File: src/source/isa_pkg.sv
/*
   isa_pkg
   instruction-set constants for the 16-bit fetch unit. Holds word and field
   types, flow-control opcodes and the memory sizes.
*/
`default_nettype none

package isa_pkg;

   // data, instruction and address width
   localparam int WORD_W = 16;
   // register file
   localparam int REG_COUNT = 8;
   localparam int REG_AW = $clog2(REG_COUNT);
   // instruction store, in words
   localparam int IMEM_WORDS = 256;
   localparam int IMEM_AW = $clog2(IMEM_WORDS);

   // opcode sits in bits 15..11
   localparam int OPC_W = 5;
   // branch / jr immediate in bits 7..0
   localparam int IMM8_W = 8;
   // j displacement in bits 10..0
   localparam int DISP_W = 11;

   typedef logic [WORD_W-1:0] word_t;
   typedef logic [REG_AW-1:0] reg_idx_t;
   typedef logic [OPC_W-1:0] opcode_t;
   // word index into the instruction store
   typedef logic [IMEM_AW-1:0] imem_idx_t;

   // pc comes out of reset here
   localparam word_t RESET_PC = '0;
   // byte addressed, word aligned
   localparam word_t PC_STEP = 16'd2;

   // machine control
   localparam opcode_t OP_HALT = 5'b00000;
   localparam opcode_t OP_NOP = 5'b00001;

   // pc-relative jump, 11-bit displacement
   localparam opcode_t OP_J = 5'b00100;
   // register jump, rs plus 8-bit immediate
   localparam opcode_t OP_JR = 5'b00101;

   // conditional branches on rs against zero
   localparam opcode_t OP_BEQZ = 5'b01100;
   localparam opcode_t OP_BNEZ = 5'b01101;
   localparam opcode_t OP_BLTZ = 5'b01110;
   localparam opcode_t OP_BGEZ = 5'b01111;

endpackage

`default_nettype wire

File: src/source/fetch_pkg.sv
/*
   fetch_pkg
   control-flow decision passed from flow decode to the fetch stage
*/
`default_nettype none

package fetch_pkg;

   // one decision per cycle, all combinational from the current instr
   typedef struct packed {
      // freeze pc, set the sticky halted level
      logic halt;
      // jump decoded or branch taken
      logic redirect;
      // target base is rs instead of pc+2
      logic reg_base;
      // sign-extended displacement, added unshifted
      isa_pkg::word_t offset;
   } flow_ctrl_t;

   // decision for any non-flow word: just advance
   localparam flow_ctrl_t FLOW_NONE = '{
      halt: 1'b0,
      redirect: 1'b0,
      reg_base: 1'b0,
      offset: '0
   };

endpackage

`default_nettype wire

File: src/source/instr_mem.sv
/*
   instr_mem
   word-addressed instruction store. Combinational read at pc, and a
   synchronous load port for filling programs from outside.
*/
`timescale 1ns/1ns
`default_nettype none

module instr_mem (
   input wire logic clk,
   // load port, one word per edge
   input wire logic imem_load_en,
   input wire isa_pkg::imem_idx_t imem_load_addr,
   input wire isa_pkg::word_t imem_load_data,
   // fetch side
   input wire isa_pkg::word_t pc,
   output isa_pkg::word_t instr
);

   import isa_pkg::*;

   // program storage, kept across rst
   word_t mem [IMEM_WORDS];

   // byte address to word index, bit 0 ignored
   imem_idx_t rd_idx;

   assign rd_idx = pc[IMEM_AW:1];

   // load strobe writes at the rising edge
   always_ff @(posedge clk) begin
      if (imem_load_en) begin
         mem[imem_load_addr] <= imem_load_data;
      end
   end

   // async read, pc to instr in the same cycle
   assign instr = mem[rd_idx];

endmodule

`default_nettype wire

File: src/source/reg_file.sv
/*
   reg_file
   eight 16-bit registers. One async read port for Rs, one synchronous
   write port. No write-to-read bypass.
*/
`timescale 1ns/1ns
`default_nettype none

module reg_file (
   input wire logic clk,
   input wire logic rst,
   // write port, brought out for presetting
   input wire logic reg_wr_en,
   input wire isa_pkg::reg_idx_t reg_wr_idx,
   input wire isa_pkg::word_t reg_wr_data,
   // rs read port
   input wire isa_pkg::reg_idx_t rs_idx,
   output isa_pkg::word_t rs_data
);

   import isa_pkg::*;

   word_t regs [REG_COUNT];

   // rst zeroes every register, else one write per edge
   always_ff @(posedge clk) begin
      if (rst) begin
         for (int i = 0; i < REG_COUNT; i++) begin
            regs[i] <= '0;
         end
      end else if (reg_wr_en) begin
         regs[reg_wr_idx] <= reg_wr_data;
      end
   end

   // read sees the stored value, so a same-cycle write shows up next cycle
   assign rs_data = regs[rs_idx];

endmodule

`default_nettype wire

File: src/source/flow_decode.sv
/*
   flow_decode
   decodes flow-control opcodes only. Sign-extends the j / branch offsets and
   tests Rs against zero to resolve the four conditional branches.
*/
`timescale 1ns/1ns
`default_nettype none

module flow_decode (
   input wire isa_pkg::word_t instr,
   // value of the rs register for this instr
   input wire isa_pkg::word_t rs_data,
   output isa_pkg::reg_idx_t rs_idx,
   output fetch_pkg::flow_ctrl_t flow
);

   import isa_pkg::*;
   import fetch_pkg::*;

   opcode_t opcode;
   // both offset forms widened to a full word
   word_t imm8_ext;
   word_t disp11_ext;
   // rs condition flags
   logic rs_zero;
   logic rs_neg;

   // fixed fields
   assign opcode = instr[WORD_W-1 -: OPC_W];
   assign rs_idx = instr[10:8];

   // offsets are sign-extended and stay in bytes
   assign imm8_ext = {{(WORD_W-IMM8_W){instr[IMM8_W-1]}}, instr[IMM8_W-1:0]};
   assign disp11_ext = {{(WORD_W-DISP_W){instr[DISP_W-1]}}, instr[DISP_W-1:0]};

   assign rs_zero = (rs_data == '0);
   // two's complement sign bit
   assign rs_neg = rs_data[WORD_W-1];

   always_comb begin
      // anything not listed just advances pc, nop included
      flow = FLOW_NONE;
      case (opcode)
         OP_HALT: begin
            flow.halt = 1'b1;
         end
         OP_J: begin
            flow.redirect = 1'b1;
            flow.offset = disp11_ext;
         end
         OP_JR: begin
            // target is rs + imm rather than pc-relative
            flow.redirect = 1'b1;
            flow.reg_base = 1'b1;
            flow.offset = imm8_ext;
         end
         OP_BEQZ: begin
            flow.redirect = rs_zero;
            flow.offset = imm8_ext;
         end
         OP_BNEZ: begin
            flow.redirect = !rs_zero;
            flow.offset = imm8_ext;
         end
         OP_BLTZ: begin
            flow.redirect = rs_neg;
            flow.offset = imm8_ext;
         end
         OP_BGEZ: begin
            // zero counts as non-negative
            flow.redirect = !rs_neg;
            flow.offset = imm8_ext;
         end
         default: begin
            flow = FLOW_NONE;
         end
      endcase
   end

endmodule

`default_nettype wire

File: src/source/fetch.sv
/*
   fetch
   pc register with pc+2 and target adders. Picks one next pc per cycle,
   holds on stall, and on HALT freezes pc with a sticky halted level.
*/
`timescale 1ns/1ns
`default_nettype none

module fetch (
   input wire logic clk,
   input wire logic rst,
   // hold pc this edge
   input wire logic stall,
   input wire fetch_pkg::flow_ctrl_t flow,
   // base for register jumps
   input wire isa_pkg::word_t rs_data,
   output isa_pkg::word_t pc,
   output logic halted
);

   import isa_pkg::*;

   word_t pc_plus2;
   word_t target_base;
   word_t target;
   word_t next_pc;
   logic hold;

   // sequential address, wraps at 2^16
   assign pc_plus2 = pc + PC_STEP;

   // jr uses rs, everything else is relative to pc+2
   assign target_base = flow.reg_base ? rs_data : pc_plus2;
   assign target = target_base + flow.offset;

   // stall, an earlier halt, or a halt now all keep pc
   assign hold = stall || halted || flow.halt;

   always_comb begin
      if (hold) begin
         next_pc = pc;
      end else if (flow.redirect) begin
         next_pc = target;
      end else begin
         next_pc = pc_plus2;
      end
   end

   always_ff @(posedge clk) begin
      if (rst) begin
         pc <= RESET_PC;
         halted <= 1'b0;
      end else begin
         pc <= next_pc;
         // sticky until rst, stall masks a halt in flight
         if (flow.halt && !stall) begin
            halted <= 1'b1;
         end
      end
   end

endmodule

`default_nettype wire

File: src/source/fetch_top.sv
/*
   fetch_top
   fetch side of the 16-bit core: pc, instruction store, register file
   and flow decode, with load ports brought out
*/
`timescale 1ns/1ns
`default_nettype none

module fetch_top (
   input wire logic clk,
   input wire logic rst,
   input wire logic stall,
   // program load
   input wire logic imem_load_en,
   input wire isa_pkg::imem_idx_t imem_load_addr,
   input wire isa_pkg::word_t imem_load_data,
   // register preset
   input wire logic reg_wr_en,
   input wire isa_pkg::reg_idx_t reg_wr_idx,
   input wire isa_pkg::word_t reg_wr_data,
   output isa_pkg::word_t pc,
   output isa_pkg::word_t instr,
   output logic halted
);

   import isa_pkg::*;
   import fetch_pkg::*;

   // rs lookup between decode and register file
   reg_idx_t rs_idx;
   word_t rs_data;
   // decode result into fetch
   flow_ctrl_t flow;

   fetch fetch_i (
      .clk(clk),
      .rst(rst),
      .stall(stall),
      .flow(flow),
      .rs_data(rs_data),
      .pc(pc),
      .halted(halted)
   );

   instr_mem instr_mem_i (
      .clk(clk),
      .imem_load_en(imem_load_en),
      .imem_load_addr(imem_load_addr),
      .imem_load_data(imem_load_data),
      .pc(pc),
      .instr(instr)
   );

   reg_file reg_file_i (
      .clk(clk),
      .rst(rst),
      .reg_wr_en(reg_wr_en),
      .reg_wr_idx(reg_wr_idx),
      .reg_wr_data(reg_wr_data),
      .rs_idx(rs_idx),
      .rs_data(rs_data)
   );

   flow_decode flow_decode_i (
      .instr(instr),
      .rs_data(rs_data),
      .rs_idx(rs_idx),
      .flow(flow)
   );

endmodule

`default_nettype wire

File: config.mk
export PLATFORM = sky130hd
export DESIGN_NAME = fetch_top
export DESIGN_NICKNAME = d
export VERILOG_FILES = /design/src/source/isa_pkg.sv /design/src/source/fetch_pkg.sv /design/src/source/instr_mem.sv /design/src/source/reg_file.sv /design/src/source/flow_decode.sv /design/src/source/fetch.sv /design/src/source/fetch_top.sv
export SDC_FILE = /design/constraint.sdc
export NUM_CORES = 2
export LEC_CHECK = 0
export ABC_CLOCK_PERIOD_IN_PS = 7400
export BUFFER_PORTS_ARGS = -buffer_cell sky130_fd_sc_hd__buf_4
export CAP_MARGIN = 20
export CORE_MARGIN = 2
export CORE_UTILIZATION = 35
export DETAILED_ROUTE_END_ITERATION = 16
export PLACE_DENSITY = 0.56
export RECOVER_POWER = 100
export SETUP_SLACK_MARGIN = 0.02
export SKIP_LAST_GASP = 1
export SYNTH_ARGS = -nofsm -noshare
export SYNTH_HDL_FRONTEND = slang
export SYNTH_HIERARCHICAL = 1
export SYNTH_MEMORY_MAX_BITS = 65536
export SYNTH_SLANG_ARGS = --single-unit
File: constraint.sdc
create_clock -name clk -period 7.4 [get_ports clk]
set_input_delay 0.74 -clock clk [delete_from_list [all_inputs] [get_ports clk]]
set_output_delay 0.74 -clock clk [all_outputs]
set_load 0.1 [all_outputs]
## Word-level counts from Yosys, hierarchy flattened

Memories as Yosys holds them, arrays and structs flattened. A register that Yosys moved wholly into a read port is not among the register bits.
Index checks and enable logic that the tools add are counted.

| storage, ports and cells | value |
|---|---|
| bits in registers | 17 |
| RAM bits | 4224 |
| input bits | 48 |
| word-level logic and storage cells | 41 |
| memories kept | 2 |

| operators by class | value |
|---|---|
| add/subtract/negate cells | 2 |
| equality and inequality tests | 6 |
| mux-type cells | 18 |
| reduce and logical (&&, ||, !) cells | 11 |

Memory list:

| memory | words | bits a word | read ports | clocked after memory_dff | write ports | line | text |
|---|---|---|---|---|---|---|---|
| instr_mem_i.mem | 256 | 16 | 1 | 1 | 1 | instr_mem.sv:23 | `word_t mem [IMEM_WORDS];` |
| reg_file_i.regs | 8 | 16 | 1 | 0 | 8 | reg_file.sv:23 | `word_t regs [REG_COUNT];` |

Operators by type and width:

| kind | count |
|---|---|
| 16-bit 2-to-1 mux | 3 |
| 16-bit one-hot mux with 2 select lines | 1 |
| 5-bit by 4-bit == test with 1-bit output, second input constant | 4 |
| 16-bit adder | 1 |
| 16-bit by 2-bit adder with 16-bit output, second input constant | 1 |
| 16-bit logical NOT | 1 |
| 8-bit 2-to-1 mux | 2 |
| 16-bit OR reduction | 1 |
| 5-bit by 3-bit == test with 1-bit output, second input constant | 2 |
| 1-bit 2-to-1 mux | 10 |
| 5-bit logical NOT | 1 |
| 1-bit one-hot mux with 5 select lines | 1 |
| 5-bit OR reduction | 1 |
| 1-bit logical NOT | 3 |
| 3-bit 2-to-1 mux | 1 |
| 1-bit logical OR | 2 |
| 2-bit OR reduction | 1 |
| 1-bit logical AND | 1 |

## Logic depth before layout (Yosys ltp)

| depth | value |
|---|---|
| word-level depth | 7 |
| gate-level depth with buffers | 27 |
| mapped depth without buffers | 18 |

## Hierarchy

Netlist, hierarchy kept.

By module, submodules not included:

| module | instances | cells an instance | area an instance (µm²) | sequential area each (µm²) |
|---|---|---|---|---|
| instr_mem | 1 | 7344 | 158394.4 | 122998.0 |
| reg_file | 1 | 373 | 5865.6 | 3843.7 |
| fetch | 1 | 273 | 1988.2 | 340.3 |
| flow_decode | 1 | 43 | 291.5 | 0.0 |

## Worst setup path after synthesis

OpenSTA, ideal clock, no wires.

| timing | value |
|---|---|
| kind | register to register |
| from | register fetch_i.pc[1] |
| to | register fetch_i.pc[12] |
| library setup time | 0.132 ns |
| arrival time | 9.326 ns |
| slack | -2.058 ns |
| cell stages (with the launch flop) | 28 |
| buffers on the path | 9 |
| path through | dfxtp_1 buf_6 buf_6 buf_8 buf_12 buf_12 buf_12 mux2i_1 o221ai_1 a21oi_1 o31ai_1 o32ai_1 nor4_1 buf_4 buf_6 buf_8 mux4_2 mux2_2 mux2_2 ha_1 fa_1 a21o_1 a221oi_2 o21bai_1 a21o_1 a21oi_1 mux2i_1 o21ai_0 |

| on the way | value |
|---|---|
| longest elaborated chain between the ends | 4 |

RTL lines:

| element | line | text |
|---|---|---|
| from (decl) | fetch.sv:17 | `output isa_pkg::word_t pc,` |
| from (signal assigned) | fetch.sv:54 | `pc <= next_pc;` |
| 16-bit by 2-bit adder with 16-bit output (*) | fetch.sv:30 | `assign pc_plus2 = pc + PC_STEP;` |
| 16-bit 2-to-1 mux | fetch.sv:33 | `assign target_base = flow.reg_base ? rs_data : pc_plus2;` |
| 16-bit adder | fetch.sv:34 | `assign target = target_base + flow.offset;` |
| 16-bit 2-to-1 mux (*) | fetch.sv:42 | `end else if (flow.redirect) begin` |

Mark *: on every way between the ends. The rest lies on a longest branch, timed or not.
A chain may end at the register's enable or synchronous reset.

## Worst setup path in the final report

| timing | value |
|---|---|
| from | register fetch_i.pc[1] |
| to | register fetch_i.pc[1] |

The elaborated chain is that of the path after synthesis.

==> results.json <==
{
  "yosysUniqueCellTypes": 78,
  "maxCapViolCount": 84,
  "cts-root-buf": "clkbuf_16",
  "path_delay_family": "simple AND/OR/NAND/NOR gates",
  "cp.arrival_ns": 7.87,
  "gp_congestion": 0.8671,
  "layout-drive-gt1-share": 0.2154,
  "p_switching_mw": 19.23,
  "multiInputGateArea_mm2": 0.03657,
  "skew_ns": 0.06144,
  "die_h_um": 693.8,
  "netlist_area_mm2": 0.1665,
  "synth_edf_count": 4224,
  "placed_area_mm2": 0.1778,
  "slew_violations": 3867,
  "postSynthCellCount": 8033,
  "grt_pass1_wl_um": 653300,
  "ys.flop_type": "edfxtp_1",
  "power_density_mw_per_mm2": 337.7,
  "wire_per_inst_um": 30.68,
  "cts.sinks": 4241,
  "grt_pass1_vias": 84140,
  "r2r_end": "fetch_i/pc[1]",
  "cts_buffers": 418,
  "grt_max_degree": 177,
  "holdBufCountCts": 0,
  "yosysWarnings": 6,
  "postLayoutCellArea_mm2": 0.1894,
  "period_share": 0.9539,
  "vias": 85340,
  "setup_viol": 0,
  "post_cts_resized": 0,
  "drt-total-wl_um": 466700,
  "antenna_found_initial": 28,
  "violations": "max-capacitance violations, max-slew violations",
  "reg2regPathDepth": 21,
  "r2r-start": "fetch_i/pc[1]",
  "fmax_mhz": 141.7,
  "pwr-share-comb": 0.257,
  "ios": 81,
  "min_period_ns": 7.059,
  "hp-class": "input pin to register",
  "area_delta_synth_final_pct": 13.75,
  "insertion_delay_ns": 1.01,
  "synthArstFlopShare": 0,
  "cellLeakagePower_nw": 56.72,
  "overflow": 0,
  "dieArea_mm2": 0.4814,
  "hold_path_depth": 4,
  "hold_viol_final": 0,
  "syn_avg_cell_area_um2": 20.73,
  "vias_per_cell": 5.609,
  "tightest_slew_ns": 7.539,
  "min_to": "fetch_i/halted",
  "initial_core_util": 0.3512,
  "yosysSeqAreaShare": 0.7637,
  "start_kind": "register",
  "status": "complete, but fails checks",
  "fin_cells": 15210,
  "crit_type": "register to register",
  "p_int_mw": 44.74,
  "required_ns": 8.21,
  "cp_max_fo": 58,
  "crit_slowest_cell": "a21oi_2",
  "grt_use_total": 0.1884,
  "worstPathCellList": "buf_12 -> buf_12 -> mux2i_1 -> o221ai_1 -> o22ai_1 -> nor3_1 -> nor3_1 -> buf_4 -> nor4_4 -> buf_4 -> mux4_1 -> mux2_1 -> nor4_1 -> and4_1 -> o2111ai_1 -> nor4bb_4 -> buf_12 -> buf_4 -> nor3_1 -> a21oi_1 -> a21oi_2",
  "slowest_delay_ns": 0.66,
  "clockPowerShare": 0.325,
  "dp_hpwl_um": 286400,
  "crit_path_end_kind": "register",
  "mappedNetlistNets": 8102,
  "io_buffer_count": 80,
  "min_from": "stall",
  "seqCellArea_mm2": 0.1272,
  "clk_pin_slew_worst_paths_ns": 0.06,
  "ys_ff_latch": 4241,
  "num_rows": 253,
  "rsz0062_at_grt": "no",
  "htree_levels": 5,
  "rrSetupSlack_ns": 0.34,
  "drtAntennaViolNets": 0,
  "drt_iter0_drc": 10980,
  "dp_cells": 14410,
  "max-vdd-ir-drop_uv": 313.3,
  "layout.nets": 8667,
  "drc": 0,
  "seqPwrFrac": 0.418,
  "post-cts-setup-buffers": 0,
  "floorplan.die.width_um": 693.8,
  "critPathBufInv": 6,
  "clk_path_buf_depth": 4,
  "max-slew-margin-rel": -4.026,
  "swShare": 0.3006,
  "nFillCells": 42140,
  "drtPass1Iterations": 6,
  "coreArea_mm2": 0.4742,
  "cts_tree": "done"
}
cell type report:
| type | count | share of cell area |
|---|---|---|
| Inverter | 27 | 0.0006010 |
| Clock buffer | 526 | 0.05781 |
| Antenna cell | 20 | 0.0002642 |
| Clock inverter | 243 | 0.01207 |
| Timing Repair Buffer | 659 | 0.02347 |
| Tap cell | 6247 | 0.04126 |
| Multi-Input combinational cell | 3251 | 0.1930 |
| Sequential cell | 4241 | 0.6715 |
cells in the mapped netlist, drive strengths merged, types with 10 or more instances:
library cell,n,area [um2]
nor2,334,1254
nor3,227,1146
o22ai,149,932.1
o21ai,69,349.1
dfxtp,17,340.3
a211oi,22,165.2
edfxtp,4224,126800
and2,11,68.82
nand2,75,281.5
a221oi,29,260.3
a31oi,10,68.81
nand3,42,210.2
o31ai,19,147.6
mux4,829,18770
mux2i,567,5675
clkbuf,266,999.7
inv,11,41.29
a22o,35,306.5
o32ai,22,200.2
mux2,108,1216
clkinv,16,60.06
nor4,23,165.2
a21oi,203,1020
buf,248,2009
ha,20,250.2
nor2b,11,68.82
o21bai,11,86.33
xnor2,18,157.7
o221ai,253,2222
nand4,31,206.4
a22oi,52,390.4
and3,14,87.58
routing by layer:
metal | share of wire | track usage | up-vias
met5 | 0.00016 | 0 | -
met4 | 0.034 | 0.06072 | 10
met3 | 0.075 | 0.02717 | 641
met2 | 0.48 | 0.3058 | 3668
met1 | 0.41 | 0.2622 | 45990
li1 | - | - | 35040
worst register-to-register path: stages, from the launching register on:
cell	delay (ns)
dfxtp_4	0.56
buf_12	0.25
buf_12	0.36
mux2i_1	0.29
o221ai_1	0.34
o22ai_1	0.15
nor3_1	0.34
nor3_1	0.11
buf_4	0.18
nor4_4	0.49
buf_4	0.45
mux4_1	0.63
mux2_1	0.38
nor4_1	0.40
and4_1	0.28
o2111ai_1	0.14
nor4bb_4	0.20
buf_12	0.18
buf_4	0.17
nor3_1	0.21
a21oi_1	0.09
a21oi_2	0.66
power by group through the flow:
stage	clock network [mW]	registers (mW)	logic [mW]
6_report	20.8	26.7	16.5
5_1_grt	22.0	26.7	17.2
4_1_cts	21.1	26.7	16.6
3_5_place_dp	0	27.2	16.6
3_3_place_gp	0	27.2	16.5
2_1_floorplan	0	27.2	10.6
logic make-up after synthesis:
group	share of synthesized area
fa+ha+maj	0.001623
mux	0.1541
xor+xnor	0.001315
buf+inv	0.01868
compound gates	0.03796
flops	0.7637
simple gates	0.02265
how the worst max path moves through the flow:
stage                     endpoint  cells after the start          start
global route         fetch_i/pc[1]                     21  fetch_i/pc[1]
finish               fetch_i/pc[1]                     21  fetch_i/pc[1]
detailed placement   fetch_i/pc[1]                     19  fetch_i/pc[2]
floorplan           fetch_i/pc[12]                     26  fetch_i/pc[1]
CTS                  fetch_i/pc[1]                     19  fetch_i/pc[2]
global placement     fetch_i/pc[1]                     21  fetch_i/pc[1]
cell usage in the layout, fill, tap and decap left out, drive strengths merged, types with 69 or more instances in the layout:
cell type | Yosys | final
clkbuf | 266 | 841
clkinv | 16 | 204
mux2i | 567 | 567
o22ai | 149 | 149
a21oi | 203 | 203
edfxtp | 4224 | 4224
mux4 | 829 | 829
nor2 | 334 | 334
mux2 | 108 | 108
nand2 | 75 | 75
o221ai | 253 | 253
nor3 | 227 | 227
buf | 248 | 343
o21ai | 69 | 69
registers in the layout, indices dropped and copies added (netlist names):
register         flops
reg_file_i/regs    128
instr_mem_i/mem   4096
fetch_i/halted       1
fetch_i/pc          16
metrics by stage:
step / util / setup TNS, ns / setup WS, ns / hold slack (ns) / total power [mW]
2_1_floorplan: - / -0.07390 / -0.07390 / 0.8389 / 37.81
3_3_place_gp: 0.3742 / 0 / 0.2326 / 0.5670 / 43.67
3_5_place_dp: 0.3749 / 0 / 0.1268 / 0.5690 / 43.76
4_1_cts: 0.4028 / 0 / 0.08793 / 0.001949 / 64.43
5_1_grt: 0.3994 / 0 / 0.04523 / 0.09217 / 65.94
6_report: 0.3995 / 0 / 0.3413 / 0.1049 / 63.97
Note: power is estimated with default switching activity, not from simulation.
